[config.mk]
export PLATFORM = sky130hd
export DESIGN_NAME = inputLoader_flat
export DESIGN_NICKNAME = d
export VERILOG_FILES = /design/src/matInvPkg.sv /design/src/matInvIf.sv /design/src/inputLoader.sv /design/src/flat_wrapper.sv
export SDC_FILE = /design/constraint.sdc
export NUM_CORES = 1
export LEC_CHECK = 0
export ABC_AREA = 1
export BUFFER_PORTS_ARGS = -buffer_cell sky130_fd_sc_hd__buf_2
export CELL_PAD_IN_SITES_DETAIL_PLACEMENT = 0
export CELL_PAD_IN_SITES_GLOBAL_PLACEMENT = 1
export CORE_MARGIN = 2
export CORE_UTILIZATION = 16
export CTS_BUF_LIST = sky130_fd_sc_hd__clkbuf_8 sky130_fd_sc_hd__clkbuf_16
export CTS_CLUSTER_SIZE = 10
export DETAILED_ROUTE_END_ITERATION = 10
export PLACE_DENSITY = 0.9
export SLEW_MARGIN = 20
export SYNTH_ARGS = -nofsm -noshare
export SYNTH_HDL_FRONTEND = slang
export SYNTH_SLANG_ARGS = --single-unit
[constraint.sdc]
create_clock -name clk -period 1.3 [get_ports clk]
set_input_delay 0.195 -clock clk [delete_from_list [all_inputs] [get_ports clk]]
set_output_delay 0.195 -clock clk [all_outputs]
set_load 0.05 [all_outputs]
[src/matInvPkg.sv]
`default_nettype none

package matInvPkg;

	////////////////////////////////////////////////////////////
	// sizes
	////////////////////////////////////////////////////////////

	localparam int DATA_WIDTH  = 64;
	localparam int MAT_N       = 5;
	// left half is the input matrix, right half starts as identity
	localparam int AUG_COLS    = 10;
	localparam int NUM_STEPS   = 20;
	// 25 right-half words plus the diagonal product
	localparam int OUT_WORDS   = 26;
	localparam int OUT_CREDITS = 4;

	////////////////////////////////////////////////////////////
	// types
	////////////////////////////////////////////////////////////

	typedef logic signed [DATA_WIDTH-1:0] elem_t;
	typedef logic [2:0] rowIdx_t;
	typedef elem_t [AUG_COLS-1:0] augRow_t;
	typedef augRow_t [MAT_N-1:0] augMatrix_t;

	typedef enum logic [1:0] {OP_NONE, OP_SCALE, OP_SUBTRACT} rowOp_t;
	typedef enum logic [1:0] {SEQ_IDLE, SEQ_SCALE, SEQ_SUBTRACT, SEQ_DONE} seqState_t;
	typedef enum logic [1:0] {STR_IDLE, STR_PRODUCT, STR_SEND, STR_DET} streamState_t;

endpackage

`default_nettype wire

[src/matInvIf.sv]
`default_nettype none

// element writes from the loader into the matrix store
interface elemWriteIf import matInvPkg::*; ();
	logic    write;
	rowIdx_t row;
	rowIdx_t col;
	elem_t   data;

	modport loader (output write, row, col, data);
	modport store (input write, row, col, data);
endinterface


`default_nettype wire

[src/inputLoader.sv]
`default_nettype none

module inputLoader
	import matInvPkg::*;
(
	input  logic       clk,
	input  logic       reset,
	input  logic       inValid,
	input  elem_t      inData,
	output logic       matrixCredit,
	input  logic       streamDone,
	output logic       loadDone,
	elemWriteIf.loader wr
);

	logic    creditDue;
	logic    armed;
	logic    accept;
	logic    lastElem;
	rowIdx_t rowCnt;
	rowIdx_t colCnt;

	// elements only count while a matrix credit is outstanding
	assign accept   = inValid && armed;
	assign lastElem = (rowCnt == MAT_N-1) && (colCnt == MAT_N-1);
	assign loadDone = accept && lastElem;

	assign wr.write = accept;
	assign wr.row   = rowCnt;
	assign wr.col   = colCnt;
	assign wr.data  = inData;

	always_ff @(posedge clk)
	begin
		if (reset)
		begin
			// first credit goes out right after reset
			creditDue    <= 1'b1;
			matrixCredit <= 1'b0;
			armed        <= 1'b0;
			rowCnt       <= '0;
			colCnt       <= '0;
		end
		else
		begin
			matrixCredit <= creditDue || streamDone;
			creditDue    <= 1'b0;
			if (creditDue || streamDone)
				armed <= 1'b1;
			else if (loadDone)
				armed <= 1'b0;

			// row-major walk over the left half
			if (accept)
			begin
				if (lastElem)
				begin
					rowCnt <= '0;
					colCnt <= '0;
				end
				else if (colCnt == MAT_N-1)
				begin
					colCnt <= '0;
					rowCnt <= rowCnt + 1'b1;
				end
				else
					colCnt <= colCnt + 1'b1;
			end
		end
	end

	// source must wait for matrixCredit before sending a matrix
	creditHeld: assert property (@(posedge clk) disable iff (reset) inValid |-> armed);

endmodule

`default_nettype wire

[src/flat_wrapper.sv]
// flat-port wrapper written by rule: the top's interface ports become plain ports
module inputLoader_flat import matInvPkg::*;
  (clk, reset, inValid, inData, matrixCredit, streamDone, loadDone, wr_write, wr_row, wr_col, wr_data);
  elemWriteIf wr_i ();
  input  logic clk;
  input  logic reset;
  input  logic inValid;
  input  elem_t inData;
  output logic matrixCredit;
  input  logic streamDone;
  output logic loadDone;
  output wire logic [$bits(wr_i.write)-1:0] wr_write;
  output wire logic [$bits(wr_i.row)-1:0] wr_row;
  output wire logic [$bits(wr_i.col)-1:0] wr_col;
  output wire logic [$bits(wr_i.data)-1:0] wr_data;
  assign wr_write = wr_i.write;
  assign wr_row = wr_i.row;
  assign wr_col = wr_i.col;
  assign wr_data = wr_i.data;
  inputLoader u_core (.clk(clk), .reset(reset), .inValid(inValid), .inData(inData), .matrixCredit(matrixCredit), .streamDone(streamDone), .loadDone(loadDone), .wr(wr_i));
endmodule
---- Word-level counts from Yosys, hierarchy flattened ----
Index checks and enable logic that the tools add are counted.
storage, ports and cells
  bits in latches ......................... 0
  flip-flop bits (word level) ............. 9
  logic and storage cells ................. 23
  input bits .............................. 68
  bits in read-only memories .............. 0
  output and inout port bits .............. 73
  memories ................................ 0
  RAM bits ................................ 0
operators by class
  order comparisons ....................... 0
  bitwise operators ....................... 0
  reduce and logical (&&, ||, !) cells .... 7
  equality and inequality tests ........... 2
  $add $sub $neg .......................... 2
  divide/modulo/power cells ............... 0
  multiply operators ...................... 0
  mux-type cells .......................... 7
  shift operators ......................... 0
operators with widths
  operator                                                        count
  3-bit two-way mux                                               4
  3-bit by 1-bit adder with 3-bit output (second input constant)  2
  3-bit equality test (second input constant)                     2
  2-bit nonzero test                                              2
  1-bit logical AND                                               3
  1-bit two-way mux                                               3
  2-bit AND reduction                                             1
  1-bit logical OR                                                1

---- Depth between registers and ports, before layout ----
  depth after elaboration ................. 5
  gate-level depth with buffers ........... 8
  depth with buffers taken out ............ 8

---- Worst setup path before layout ----
OpenSTA, ideal clock, no wires.
  path kind ............................... flip-flop to output port
  start point ............................. register u_core.colCnt[0], in the netlist u_core.wr.col[0]
  end point ............................... output port loadDone
  path buffers ............................ 0
  data arrival time ....................... 1406 ps
  required time ........................... 1105 ps
  slack ................................... -301 ps
  cell stages (with the launch flop) ...... 7
  path through ............................ dfxtp_1 > inv_1 > ha_1 > nand2_1 > nor2_4 > nand2_1 > inv_1
on the way
  cells in the longest elaborated chain, start to end .. 3
ends and longest elaborated chain
  element                   line                RTL
  start: declaration        inputLoader.sv:21   rowIdx_t colCnt;
  start signal: assignment  inputLoader.sv:67   colCnt <= colCnt + 1'b1;
  3-bit equality test       inputLoader.sv:25   assign lastElem = (rowCnt == MAT_N-1) && (colCnt == MAT_N-1);
  1-bit logical AND         inputLoader.sv:25
  1-bit logical AND         inputLoader.sv:26   assign loadDone = accept && lastElem;
  end: declaration          flat_wrapper.sv:11  output logic loadDone;
No other way between the ends.

---- Worst setup path after layout ----
Ends and elaborated chain as after synthesis.

==> summary.txt <==
Timing
  – Min Tclk post-route: 1.39 ns
  – Worst-Margin Slew: 0.256 ns
  – Final hold vios: 0
  – Endpoints failing setup: 1
  – Slew headroom: 83.0%
  – Setup WS post-layout: -0.0907 ns
  – Clock skew: ~0.0042 ns
  – F_max: just over 0.7 GHz
  – Final Cycle Share: 107%
  – Slew Limit Fails: 0
  – RSZ-0062 raised after global routing: yes
  – Hold_ws: between 0.1 and 0.15 ns

CTS
  – Total CTS buffers: 3
  – CTS tree: yes
  – Max clock buf depth: 2
  – Root Buffer: clkbuf_8
  – Htree depth: 1
  – Worst-skew pair later-pin latency: approximately 0.23 ns
  – Clock Sink Count: 9
  – Clock slew at the register clock pins of the worst setup and hold paths: roughly 0.05 ns

Cells and area
  – Final Instance Area: approximately 730 µm²
  – ANT cells: 0
  – Share of layout cells above drive strength 1: around half
  – Fillers: about 630
  – Most common cell after layout, fill and taps aside: nand2_1
  – Fin nets: about 150
  – Area grow syn2layout: -18.4%
  – Most frequent cells in the layout: nand2_1 (16), buf_2 (10), buf_4 (7)

Pwr
  – Worst VDD drop: 0.000419 V
  – Leakage power: ~0.34 nW
  – Pwr Density: about 990 nW/µm²
  – Total power: 0.725 mW

Drt
  – WL/cell: roughly 9 µm
  – Final ANT Viol Nets: 0
  – Drt drc: 0
  – Final WL: roughly 1400 µm
  – Vias: ~460
  – Drt pass-1 iters: 3
  – Vias/cell: ~3
  – Iter 0 DRT Violations: 4

Synth
  – Seq/Total Area, Yosys: 20.1%
  – Mapped Nets: 193
  – Post-synth top area cell: buf_4
  – Seq cells post-synth: 9
  – Mapped Avg Cell Area: approximately 7.4 µm²
  – Synthesized cell area: roughly 900 µm²
  – Unique masters post-synth: 13
  – Area share of the largest cell type after synthesis: a little over half
  – Yosys warns: 0
  – Mapped Cells: roughly 120
  – Top cells by area, synth: buf_4 (53%), dfxtp_1 (20%), nand2_1 (7.5%)

Place
  – GPL Wtd Cong: between 0.6 and 0.7
  – Post-DP HPWL: 1030 µm
  – Port buffer count: 12
  – Placement Setup Slack: just under 0.02 ns
  – Placed cell areas: roughly 620 µm²

Setup path
  – CP max FO: 2
  – CP Launch Type: flop
  – Crit-path leading delay family: flip-flops
  – Most frequent CP cell: nand2_4
  – CP max stage delay: approximately 0.34 ns
  – CP Cell Sequence: inv_4 -> ha_4 -> nand2_4 -> nor2_4 -> nand2_4 -> clkinvlp_4 -> buf_8
  – Setup crit end kind: output port
  – Slowest cell on crit path: dfxtp_4
  – Worst Path Arrival: roughly 1.2 ns
  – WP data required: ~1.1 ns
  – Worst Setup Path Type: flop to output port
  – Worst Path Buf+Inv: 3

Floorplanning
  – I/O pin total: between 100 and 150
  – Die X-Extent: ~79 µm
  – Die Ht: between 70 and 80 µm
  – # rows: 27
  – DIE AREA: between 6000 and 7000 µm²
  – Core Area: roughly 5500 µm²
  – Starting density of the core: between 10% and 20%

GRT
  – Total GRT Usage: under 10%
  – Global route overflow: 0
  – First-pass GRT wire length: 2090 µm
  – Initial antenna violation count: 0
  – Vias in the first global route: around 470
  – Pin count of the biggest net entering global routing: 6

Run status
  – Failing checks: setup timing
  – Outcome: complete, but fails checks

Worst hold path
  – Hold Crit Class: primary input to flop

Job
  – Maxcap violations: 0
-- where the power goes --
group          internal [mW]  switching (mW)
Combinational         0.0373          0.0733
Sequential             0.285         0.00958
Clock                  0.206           0.114
Total                  0.528           0.197
-- layout make-up --
class                      instances  area, µm²  share of cell area, %
multi-input combinational         37        226                   30.9
sequential                         9        196                   26.8
timing repair buffer              19        125                   17.1
tap                               72       90.1                   12.3
inverter                          11       50.0                   6.83
clock buffer                       3       41.3                   5.63
clock inverter                     1       3.75                  0.512
-- through the flow --
stage / TNS, ns / instances / util (%)
after floorplan: 0 / 121 / -
after global placement: 0 / 142 / 11.2
after detailed placement: 0 / 142 / 11.2
after CTS: -0.123 / 151 / 13.2
after global routing: -0.151 / 152 / 13.4
final: -0.0907 / 152 / 13.4
-- worst register-to-register path, cell delays in order (launching register included) --
cell     delay, ns
dfxtp_4       0.36
inv_4         0.04
ha_4          0.15
nand2_4       0.06
nor2_4        0.04
buf_4         0.13
buf_4         0.14
inv_2         0.07
nand2_1       0.07
a21oi_1       0.11
-- kinds of logic (layout without fill, tap and decap cells) --
family	Yosys count	after routing	synth area share [%]
adders and majority gates	4	4	5.57
and+or+nand+nor	27	27	13.0
DFF	9	9	20.1
AOI/OAI and AO/OA	6	6	3.34
buffers and inverters	75	34	58.1
-- Yosys cell counts --
library cell	count
nand3_1	2
buf_4	64
inv_1	11
nand2_2	1
o21ai_0	2
a21oi_1	3
dfxtp_1	9
nor2_1	4
o21ai_1	1
nor2_4	1
ha_1	4
nand2_1	18
nor2_2	1
-- flip-flops by register name, indices dropped and copies added, names as in the netlist --
name                 count
u_core.armed             1
u_core.wr.row            3
u_core.creditDue         1
u_core.matrixCredit      1
u_core.wr.col            3
-- path summary, 6_finish.rpt --
path / to / from / slack [ns] / depth (start not counted)
setup / recovery: loadDone / u_core.wr.col[0] / -0.09 / 7
hold / removal: u_core.creditDue / reset / 0.13 / 1
setup reg to reg: u_core.wr.col[0] / u_core.wr.col[1] / 0.06 / 9
hold reg to reg: u_core.matrixCredit / u_core.creditDue / 0.46 / 2
-- repair_timing --
action,in CTS,in global routing
gates cloned,0,0
hold buffers,0,0
pin swaps,4,3
endpoints found under the setup margin,1,8
setup buffers,5,1
gates resized for setup,6,4
-- per-layer routing --
layer	part of all wire, %	global-route usage [%]	vias up
met5	0	0	-
met4	5.3	4.14	0
met3	14	3.41	14
met2	45	6.50	26
met1	35	3.86	204
li1	-	-	220
Note: power is estimated with default switching activity, not from simulation.
