File: config.mk
export PLATFORM = sky130hd
export DESIGN_NAME = stepSequencer_flat
export DESIGN_NICKNAME = d
export VERILOG_FILES = /design/src/matInvPkg.sv /design/src/matInvIf.sv /design/src/stepSequencer.sv /design/src/flat_wrapper.sv
export SDC_FILE = /design/constraint.sdc
export NUM_CORES = 1
export LEC_CHECK = 0
export BUFFER_PORTS_ARGS = -buffer_cell sky130_fd_sc_hd__buf_4
export CORE_MARGIN = 2
export CORE_UTILIZATION = 53
export DETAILED_ROUTE_END_ITERATION = 16
export PLACE_DENSITY_LB_ADDON = 0.1
export SYNTH_ARGS = -nofsm -noshare
export SYNTH_HDL_FRONTEND = slang
export SYNTH_SLANG_ARGS = --single-unit
File: constraint.sdc
create_clock -name clk -period 3.1 [get_ports clk]
set_input_delay 0 -clock clk [delete_from_list [all_inputs] [get_ports clk]]
set_output_delay 0 -clock clk [all_outputs]
set_load 0.05 [all_outputs]
File: src/matInvPkg.sv
`default_nettype none

package matInvPkg;

	////////////////////////////////////////////////////////////
	// sizes
	////////////////////////////////////////////////////////////

	localparam int DATA_WIDTH  = 64;
	localparam int MAT_N       = 5;
	// left half is the input matrix, right half starts as identity
	localparam int AUG_COLS    = 10;
	localparam int NUM_STEPS   = 20;
	// 25 right-half words plus the diagonal product
	localparam int OUT_WORDS   = 26;
	localparam int OUT_CREDITS = 4;

	////////////////////////////////////////////////////////////
	// types
	////////////////////////////////////////////////////////////

	typedef logic signed [DATA_WIDTH-1:0] elem_t;
	typedef logic [2:0] rowIdx_t;
	typedef elem_t [AUG_COLS-1:0] augRow_t;
	typedef augRow_t [MAT_N-1:0] augMatrix_t;

	typedef enum logic [1:0] {OP_NONE, OP_SCALE, OP_SUBTRACT} rowOp_t;
	typedef enum logic [1:0] {SEQ_IDLE, SEQ_SCALE, SEQ_SUBTRACT, SEQ_DONE} seqState_t;
	typedef enum logic [1:0] {STR_IDLE, STR_PRODUCT, STR_SEND, STR_DET} streamState_t;

endpackage

`default_nettype wire

File: src/matInvIf.sv
`default_nettype none


// row operations from the sequencer, applied on the next edge
interface rowOpIf import matInvPkg::*; ();
	rowOp_t  op;
	rowIdx_t pivot;
	rowIdx_t target;

	modport sequencer (output op, pivot, target);
	modport store (input op, pivot, target);
endinterface

`default_nettype wire

File: src/stepSequencer.sv
`default_nettype none

module stepSequencer
	import matInvPkg::*;
(
	input  logic         clk,
	input  logic         reset,
	input  logic         loadDone,
	output logic         solveDone,
	rowOpIf.sequencer    op
);

	seqState_t  state;
	logic [4:0] step;
	logic       lastStep;
	rowOp_t     opCode;

	////////////////////////////////////////////////////////////
	// elimination order, {pivot, target}
	////////////////////////////////////////////////////////////

	function automatic logic [5:0] stepPair(input logic [4:0] s);
		case (s)
			// forward pass clears below the diagonal
			5'd0:  stepPair = {3'd0, 3'd1};
			5'd1:  stepPair = {3'd0, 3'd2};
			5'd2:  stepPair = {3'd0, 3'd3};
			5'd3:  stepPair = {3'd0, 3'd4};
			5'd4:  stepPair = {3'd1, 3'd2};
			5'd5:  stepPair = {3'd1, 3'd3};
			5'd6:  stepPair = {3'd1, 3'd4};
			5'd7:  stepPair = {3'd2, 3'd3};
			5'd8:  stepPair = {3'd2, 3'd4};
			5'd9:  stepPair = {3'd3, 3'd4};
			// backward pass clears above it
			5'd10: stepPair = {3'd4, 3'd3};
			5'd11: stepPair = {3'd4, 3'd2};
			5'd12: stepPair = {3'd4, 3'd1};
			5'd13: stepPair = {3'd4, 3'd0};
			5'd14: stepPair = {3'd3, 3'd2};
			5'd15: stepPair = {3'd3, 3'd1};
			5'd16: stepPair = {3'd3, 3'd0};
			5'd17: stepPair = {3'd2, 3'd1};
			5'd18: stepPair = {3'd2, 3'd0};
			default: stepPair = {3'd1, 3'd0};
		endcase
	endfunction

	assign lastStep  = (step == NUM_STEPS-1);
	assign solveDone = (state == SEQ_SUBTRACT) && lastStep;

	always_comb
	begin
		case (state)
			SEQ_SCALE:    opCode = OP_SCALE;
			SEQ_SUBTRACT: opCode = OP_SUBTRACT;
			default:      opCode = OP_NONE;
		endcase
	end

	assign op.op = opCode;
	assign {op.pivot, op.target} = stepPair(step);

	// two cycles per step, skipped or not
	always_ff @(posedge clk)
	begin
		if (reset)
		begin
			state <= SEQ_IDLE;
			step  <= '0;
		end
		else
		begin
			case (state)
				SEQ_IDLE:
					if (loadDone)
					begin
						state <= SEQ_SCALE;
						step  <= '0;
					end
				SEQ_SCALE:
					state <= SEQ_SUBTRACT;
				SEQ_SUBTRACT:
					if (lastStep)
						state <= SEQ_DONE;
					else
					begin
						state <= SEQ_SCALE;
						step  <= step + 1'b1;
					end
				default:
					state <= SEQ_IDLE;
			endcase
		end
	end

endmodule

`default_nettype wire
File: src/flat_wrapper.sv
// flat-port wrapper written by rule: the top's interface ports become plain ports
module stepSequencer_flat import matInvPkg::*;
  (clk, reset, loadDone, solveDone, op_op, op_pivot, op_target);
  rowOpIf op_i ();
  input  logic clk;
  input  logic reset;
  input  logic loadDone;
  output logic solveDone;
  output wire logic [$bits(op_i.op)-1:0] op_op;
  output wire logic [$bits(op_i.pivot)-1:0] op_pivot;
  output wire logic [$bits(op_i.target)-1:0] op_target;
  assign op_op = op_i.op;
  assign op_pivot = op_i.pivot;
  assign op_target = op_i.target;
  stepSequencer u_core (.clk(clk), .reset(reset), .loadDone(loadDone), .solveDone(solveDone), .op(op_i));
endmodule
# --- After elaboration in Yosys (flattened, before gate mapping) ---
# Memories as Yosys holds them, arrays and structs flattened. A register that Yosys moved wholly into a read port is not among the register bits.
# Index checks and enable logic that the tools add are counted.
word_totals:
  rom_bits: 192
  n_memories: 1
  wordCells: 22
  output_inout_bits: 9
  latchBits: 0
  register_bits: 7
  mem_bits_rw: 0
memory_table:
  columns: ["memory", "depth", "width", "rd", "rd_ports_with_merged_regs", "write_ports", "line_no", "text"]
  rows:
  - ["(no name shown)", 32, 6, 1, 1, 0, "stepSequencer.sv:23", "case (s)"]
op_classes:
  div: 0
  shift: 0
  mul: 0
  n_eq_ne: 5
  add_sub_neg: 1
  n_reduce_logical: 4
  muxes: 9
  magnitude_cmp: 0
  bitwise_logic: 0
ops:
  columns: ["op", "n"]
  rows:
  - ["$mux 5", 4]
  - ["$pmux 5 s2", 1]
  - ["$pmux 2 s3", 1]
  - ["$add 5x1->5 const B", 1]
  - ["$eq 5x5->1 const B", 1]
  - ["$mux 2", 2]
  - ["$ne 2x2->1 const B", 2]
  - ["$pmux 2 s2", 1]
  - ["$reduce_and 3->1", 1]
  - ["$eq 2x1->1 const B", 1]
  - ["$eq 2x2->1 const B", 1]
  - ["$logic_not 2->1", 1]
  - ["$reduce_bool 2->1", 1]
  - ["$logic_and 1x1->1", 1]

# --- Logic depth before layout (Yosys ltp) ---
# Gate-level depths: netlist of the first run.
depth:
  word_depth: 5
  ltp_mapped: 10
  mapped_depth_nobuf: 10

# --- Worst setup path before layout of the first run ---
# No wires, ideal clock.
synth_path:
  kind: "register -> register"
  start: "register u_core.step[0]"
  end: "register, netlist name u_core.op.target[1]"
  setup_ns: 0.075
  path_stages_with_launch: 10
  arrival_ns: 2.322
  required_time_ns: 3.025
  setup_slack_ns: 0.703
  period_less_slack_ns: 2.397
  path_cell_list: "dfxtp_1 ha_1 nor4bb_4 a21oi_1 o22ai_1 nor2b_1 inv_1 ha_1 mux2_1 o22ai_1"
synth_between:
  elab_chain_cells: 5
  elab_cells_between_ends: 8
synth_lines:
  columns: ["element", "line_no", "text"]
  rows:
  - ["start: declaration", "stepSequencer.sv:14", "logic [4:0] step;"]
  - ["start signal: assignment", "stepSequencer.sv:89", "step <= step + 1'b1;"]
  - ["$add 5x1->5 or $eq 5x5->1 (tied branches)", "stepSequencer.sv:89, stepSequencer.sv:49", null]
  - ["$mux 5 or $ne 2x2->1 (tied branches)", null, null]
  - ["$pmux 5 s2 or $reduce_and 3->1 (tied branches)", null, null]
  - ["$mux 5 (no source line) * (2 in series)", null, null]
# Mark *: on every way between the ends. The rest lies on a longest branch, timed or not. The select of a mux whose other input is x is not followed.
# A chain may end at the register's enable or synchronous reset.

# --- Worst setup path in the final report of the first run ---
layout_path:
  start: "register u_core.step[0]"
  end: "register, netlist name u_core.op.target[1]"
layout_between:
  elab_chain_cells: 5
  elab_cells_between_ends: 8
layout_lines:
  columns: ["element", "line_no"]
  rows:
  - ["$add 5x1->5 or $eq 5x5->1 (tied branches)", "stepSequencer.sv:89, stepSequencer.sv:49"]
  - ["$mux 5 or $ne 2x2->1 (tied branches)", null]
  - ["$pmux 5 s2 or $reduce_and 3->1 (tied branches)", null]
  - ["$mux 5 (no source line) * (2 in series)", null]
# Marks and branches as above.

==> results of run 1 <==
-- routing by layer --
metal  vias up  track usage (%)  routed length [µm]
li1        338                -                   -
met1       297             25.9                 787
met2        11             26.3                 653
met3         4             2.59                  36
met4         0             11.3                  28
met5         -                0                   0
-- registers in the layout, indices dropped and copies added, names as in the netlist --
name / flops
u_core.op.pivot: 3
u_core.op.target: 3
u_core.state: 2
u_core.step: 5
-- repair_timing --
item,in CTS,in global routing
setup buffers,0,0
endpoints found under the hold margin,4,0
hold buffers,1,0
-- worst paths after layout --
check	startpoint	to	depth (start not counted)
min reg2reg	u_core.step[0]	u_core.step[0]	2
min	loadDone	u_core.state[0]	3
max reg2reg	u_core.step[0]	u_core.op.target[1]	9
max	u_core.step[0]	u_core.op.target[1]	9
-- tightest hold or removal path: cells and delay by family --
kind / cells / cell delay (ns)
buffers and inverters: 1 / 0.09
AO/OA/AOI/OAI: 1 / 0.11
AND/OR/NAND/NOR: 1 / 0.10
-- layout by cell type, fill, tap and decap left out, types with 2 or more instances in the layout --
cell type and instances:
a211oi_1 2, a21oi_1 2, a31oi_1 3, buf_4 12, clkbuf_4 3, dfxtp_1 13, ha_1 6, inv_1 7
mux2i_1 4, nand2_1 5, nand3_1 3, nor2_1 5, nor2b_1 3, nor3_1 3, nor3b_1 2, o21ai_0 4
o21ai_1 2, o22ai_1 2, or3_1 2
-- layout make-up --
| type | count | area, µm² | area share, % |
|---|---|---|---|
| Tap cell | 15 | 18.8 | 2.09 |
| Sequential cell | 13 | 260 | 29.0 |
| Timing Repair Buffer | 13 | 100 | 11.2 |
| Clock buffer | 4 | 26.3 | 2.93 |
| Multi-Input combinational cell | 63 | 462 | 51.5 |
| Inverter | 8 | 30.0 | 3.35 |
-- through the flow --
stage | area (µm²) | util [%] | setup slack (ns)
after global routing | 897 | 67.3 | 0.0896
after detailed placement | 861 | 64.5 | 0.379
after floorplan | 767 | - | 0.703
after CTS | 897 | 67.3 | 0.348
after global placement | 861 | 64.5 | 0.505
final | 897 | 67.3 | 0.339
-- cell families (layout without fill, tap and decap cells) --
| kind of cell | after synthesis | after routing | synth area share (%) |
|---|---|---|---|
| simple gates | 30 | 30 | 24.1 |
| compound gates | 22 | 22 | 19.6 |
| flops | 13 | 13 | 33.9 |
| buf+inv | 10 | 25 | 5.87 |
| fa+ha+maj | 6 | 6 | 9.79 |
| mux | 5 | 5 | 6.69 |
-- where the power goes --
group / leakage (nW) / switching [W] / internal, W
logic: 0.249 / 0.0000227 / 0.0000132
registers: 0.105 / 0.00000276 / 0.000170
clock network: 0.0150 / 0.0000573 / 0.0000499
total: 0.370 / 0.0000828 / 0.000233
-- cells in the mapped netlist (all sizes together) --
cell	count
a211oi	3
a21boi	1
a21o	1
a21oi	3
a31oi	3
and2	1
and3	1
buf	1
clkbuf	1
dfxtp	13
ha	6
inv	8
mux2	1
mux2i	4
nand2	5
nand2b	1
nand3	3
nor2	5
nor2b	3
nor3	3
nor3b	2
nor4bb	1
o21a	1
o21ai	6
o21bai	1
o22ai	2
o32ai	1
or2	1
or3	2
or4	1
or4b	1
==> impl_results.md, run 1 <==
* Io pins at 12
* Worst-Margin Slew at 0.510 ns
* Yosys warns at 0
* WHS at 0.0539 ns
* Initial antenna violation count at 0
* Initial core utilization at 57.5%
* Sequential-to-total area share from yosys stat at 33.9%
* Flops & latches, synth at 13
* Syn_nets at 95
* Clock root buffer: clkbuf_4
* Layout cell share with drive strength beyond 1 at 21.8%
* Cell Area, Synth at 767 µm²
* Fmax at 362 MHz
* Layout Nets at 111
* Die width at 42.0 µm
* Final wirelength at 1510 µm
* Biggest area consumer among synthesized cells: dfxtp_1
* Post-route ant nets at 0
* Max H-tree Level at 1
* Slew margin rel. at 65.8%
* Setup TNS at 0 ns
* Area Overhead vs Synth at 17.0%
* Hold/Removal Path Class: in2reg
* Data required time at the worst endpoint at 3.31 ns
* Total power at 0.000316 W
* R2R setup slack at 0.34 ns
* Core area at 0.00133 mm²
* Input/output buffers at 11
* Yosys cell types at 35
* DRC violation total after the first TritonRoute iteration at 31
* Synth top area share at 33.9%
* DRC Markers at 0
* Vias in the first global route at 550
* # setup viols final at 0
* Tcrit/Tclk final at 89.0%
* Fin. max-slew vios at 0
* Mapped Cells at 86
* Gr usage total at 18.4%
* Via count at 650
* Drt via density at 5.60
* Peak supply drop at 0.000206 V
* Critical path's largest stage delay at 0.42 ns
* CTS Sinks at 13
* Clk_skew at 0.00246 ns
* Maximum Capacitance Violations at 0
* RSZ-0062 raised after global routing: no
* Fillers at 113
* Critical path buffers and inverters at 1
* Worst-path fanout max at 6
* Gpl congestion at 0.783
* Grt ovf at 0
* Outcome: complete, no violations
* Worst Path Arrival at 2.97 ns
* Die Y-Extent at 42.0 µm
* 1st-pass router iterations at 4
* Pleak at 0.370 nW
* Crit-path cells: ha_1 -> nor4bb_4 -> a21oi_1 -> o22ai_1 -> nor2b_1 -> inv_1 -> ha_1 -> mux2_1 -> o22ai_1
* Max Buffers Root-to-Sink at 2
* CP Launch Type: flip-flop
* PostCTS Resize Cnt at 0
* Global-route wire length before repair at 2460 µm
* Per-cell routed wire length at 13.0 µm
* Die Area at 0.00177 mm²
* Avg Synthesized Cell Area at 8.92 µm²
* # rows at 13
* Synth area leaders: dfxtp_1 (34%), ha_1 (9.8%), mux2i_1 (5.2%), inv_1 (3.4%), nor4bb_4 (3.3%)
* CTS Buf Count at 3
* Final min period at 2.76 ns
* Pwr per Cell Area at 352 mW/mm²
* CP top delay family: simple AND/OR/NAND/NOR gates
* Fin. Hold Viols at 0
* Placed cells at 111
* Clock slew at reported path FFs at 0.08 ns
* HPWL Detailed at 1110 µm
* CP endpoint kind: flip-flop
* Ant diodes at 0
* Largest net degree at the start of global routing at 11
* Slowest library cell on the worst path: nor4bb_4
* CTS tree: yes
* Clock Latency Late Sink at 0.28 ns
* WS Path Type: reg2reg
* Finished Layout Cells at 116
Power figures use the tool's default switching activity.
==> run 2: changes to the inputs <==
Settings changed: ABC_AREA from default to 1, CORE_UTILIZATION 53 to 54.
==> run 2 against run 1 <==
  * Largest cell class unchanged
  * Synthesized cell count rose by 33%
  * First-iteration DRC count fell by 48%
  * Critical path type unchanged
  * Worst hold slack worse by 0.046 ns
  * Cell area grew 7.3%
==> impl_results.md, run 2 <==
* Max H-tree Level at 1 (unchanged)
* Post-Synth Adder-Cell Area at 9.12% (was 9.79%)
* Cell Area, Synth at 823 µm² (was 767 µm²)
* Outcome: complete, no violations (unchanged)
* PostCTS Resize Cnt at 0 (unchanged)
* Most numerous cell in the Yosys netlist: nand2_1 (was dfxtp_1)
* Final wirelength at 1610 µm (was 1510 µm)
* Cts hold-fix bufs at 1 (unchanged)
* Slew margin rel. at 83.5% (was 65.8%)
* Io pins at 12 (unchanged)
* Max Buffers Root-to-Sink at 2 (unchanged)
* Share of synthesized registers carrying an async set or reset at 0% (unchanged)
* Post-route ant nets at 0 (unchanged)
* Biggest area consumer among synthesized cells: dfxtp_1 (unchanged)
* DRC Markers at 0 (unchanged)
* Drt via density at 5.19 (was 5.60)
* Most frequent cells after synthesis: nand2_1 (21), nand3_1 (16), dfxtp_1 (13), inv_1 (13), nor2_1 (10) (was dfxtp_1 (13), inv_1 (7), ha_1 (6), nand2_1 (5), nor2_1 (5))
* Clock slew at reported path FFs at 0.08 ns (about the same)
* Global-route wire length before repair at 2620 µm (was 2460 µm)
* Synthesized-area fraction occupied by xor and xnor cells at 0% (unchanged)
* Clk_skew at 0.00281 ns (was 0.00246 ns)
* Met1 usage at 25.6% (was 25.9%)
* Synth Area in Compound Gates at 6.69% (was 19.6%)
* CTS tree: yes (unchanged)
* Hold Path Depth at 3 (unchanged)
* Largest net degree at the start of global routing at 11 (unchanged)
* Gr usage total at 19.4% (was 18.4%)
* Flops & latches, synth at 13 (unchanged)
* Initial core utilization at 56.0% (was 57.5%)
* Sequential-to-total area share from yosys stat at 31.6% (was 33.9%)
* Worst-path fanout max at 5 (was 6)
* Dominant synthesized flop cell: dfxtp_1 (unchanged)
* WHS at 0.00808 ns (was 0.0539 ns)
* WS Path Type: reg2reg (unchanged)
* Vias in the first global route at 598 (was 550)
* Mapped Cells at 114 (was 86)
* Clock Latency Late Sink at 0.28 ns (about the same)
* Finished Layout Cells at 146 (was 116)
* Final min period at 2.26 ns (was 2.76 ns)
* CTS Sinks at 13 (unchanged)
* Grt peak-use layer: met2 (unchanged)
* Simple-gate portion of the synthesized area at 42.4% (was 24.1%)
* Data required time at the worst endpoint at 3.27 ns (was 3.31 ns)
* Avg Synthesized Cell Area at 7.22 µm² (was 8.92 µm²)
* Pleak at 0.508 nW (was 0.370 nW)
* HPWL Detailed at 1250 µm (was 1110 µm)
* Ant diodes at 0 (unchanged)
* Yosys warns at 0 (unchanged)
* Die width at 43.0 µm (was 42.0 µm)
* Final core occ at 65.4% (was 67.3%)
* RSZ-0062 raised after global routing: no (unchanged)
* Largest register by flop count: u_core.step (unchanged)
* Die Area at 0.00185 mm² (was 0.00177 mm²)
* Grt ovf at 0 (unchanged)
* Clock root buffer: clkbuf_4 (unchanged)
* Hold/Removal Path Class: in2reg (unchanged)
* CP Launch Type: flip-flop (unchanged)
* Layout Nets at 140 (was 111)
* Met3 usage at 5.11% (was 2.59%)
* Pwr per Cell Area at 337 mW/mm² (was 352 mW/mm²)
* EDFF count, synth at 0 (unchanged)
* Synth top area share at 31.6% (was 33.9%)
* # rows at 14 (was 13)
* Initial antenna violation count at 0 (unchanged)
* Gpl congestion at 0.842 (was 0.783)
* Layout cell share with drive strength beyond 1 at 27.7% (was 21.8%)
* Max FFs per register at 5 (unchanged)
* Worst Path Arrival at 2.44 ns (was 2.97 ns)
* Commonest cells after routing, fill and taps aside: nand2_1 (21), nand3_1 (16), inv_1 (13), dfxtp_1 (13), buf_4 (11) (was dfxtp_1 (13), buf_4 (12), inv_1 (7), ha_1 (6))
* Fmax at 442 MHz (was 362 MHz)
* Maximum Capacitance Violations at 0 (unchanged)
* Post-synthesis mux area share at 0% (was 6.69%)
* CP endpoint kind: flip-flop (unchanged)
* Worst-Margin Slew at 0.247 ns (was 0.510 ns)
* 1st-pass router iterations at 5 (was 4)
* Largest family of logic cells by synthesized area: simple AND/OR/NAND/NOR gates (unchanged)
* Die Y-Extent at 43.0 µm (was 42.0 µm)
* Yosys cell types at 21 (was 35)
* Setup TNS at 0 ns (unchanged)
* Tcrit/Tclk final at 73.0% (was 89.0%)
* DRC violation total after the first TritonRoute iteration at 16 (was 31)
* Postcts setup bufs at 0 (unchanged)
* Via count at 758 (was 650)
* Synth area leaders: dfxtp_1 (32%), nand3_1 (9.7%), nand2_1 (9.6%), ha_1 (9.1%), inv_1 (5.9%) (was dfxtp_1 (34%), ha_1 (9.8%), mux2i_1 (5.2%), inv_1 (3.4%), nor4bb_4 (3.3%))
* Input/output buffers at 11 (unchanged)
* CTS Buf Count at 3 (unchanged)
* Area Overhead vs Synth at 16.9% (was 17.0%)
* Peak supply drop at 0.000324 V (was 0.000206 V)
* Placed cells at 141 (was 111)
* Syn_nets at 123 (was 95)
* Most common cell after layout, fill and taps aside: nand2_1 (was dfxtp_1)
* Core area at 0.00147 mm² (was 0.00133 mm²)
* Fin. max-slew vios at 0 (unchanged)
* Fin. Hold Viols at 0 (unchanged)
* Met2 Use GR at 28.5% (was 26.3%)
* R2r worst-path depth at 15 (was 9)
* Per-cell routed wire length at 11.0 µm (was 13.0 µm)
* # setup viols final at 0 (unchanged)
-- run 2: cell count changes after synthesis, moves of 4 or more --
| cell | previous run | this run |
|---|---|---|
| mux2i_1 | 4 | 0 |
| nand2_2 | 0 | 5 |
| inv_1 | 7 | 13 |
| nand3_1 | 3 | 16 |
| nand3_2 | 0 | 4 |
| nand2_1 | 5 | 21 |
| nand4_1 | 0 | 4 |
| nor2_1 | 5 | 10 |
| inv_2 | 1 | 6 |
-- run 2: per-layer routing --
layer	vias to the layer above	routed length, µm
met3	2	98
met1	333	740
met2	24	747
met4	0	19
li1	399	-
met5	-	0
-- run 2: path summary, 6_finish.rpt --
kind | from | endpoint | slack [ns]
hold / removal | loadDone | u_core.state[0] | 0.008
setup reg to reg | u_core.step[0] | u_core.op.pivot[0] | 0.84
hold reg to reg | u_core.state[1] | u_core.state[0] | 0.61
setup / recovery | u_core.step[0] | u_core.op.pivot[0] | 0.84
-- run 2: per-stage QoR --
step           area, µm²  setup WS (ns)  total power [W]
4_1_cts              962          0.838         0.000325
3_5_place_dp         926          0.852         0.000221
2_1_floorplan        823           1.06         0.000209
6_report             962          0.838         0.000324
3_3_place_gp         926          0.921         0.000220
5_1_grt              962          0.549         0.000336
-- run 2: layout make-up --
cell class / count / area (µm²)
repair buffers: 12 / 92.6
flip-flops and latches: 13 / 260
multi-input cells: 80 / 479
well taps: 16 / 20.0
clock buffers: 4 / 26.3
inverters: 21 / 83.8
fillers: 142 / 509
-- run 2: power by group --
part | switching [W] | internal, W | total (W)
Clock | 0.0000563 | 0.0000500 | 0.000106
Combinational | 0.0000295 | 0.0000142 | 0.0000437
Sequential | 0.00000355 | 0.000171 | 0.000174
Total | 0.0000894 | 0.000235 | 0.000324
-- run 2: logic make-up after synthesis --
| logic type | after synthesis |
|---|---|
| buffers and inverters | 21 |
| flip-flops | 13 |
| adder cells (fa/ha/maj) | 6 |
| AND/OR/NAND/NOR | 65 |
| AO/OA/AOI/OAI | 9 |
-- run 2: critical path, stage by stage (launching register included) --
cell and delay (ns):
dfxtp_1 0.40, ha_1 0.25, nand2_1 0.07, inv_1 0.07
nand3_2 0.10, nand2_2 0.09, nand2_1 0.05, nand2_1 0.08
inv_1 0.07, nor2_1 0.21, inv_1 0.11, ha_1 0.32
inv_1 0.06, nand2_1 0.06, o21ai_1 0.13, nand3_1 0.08
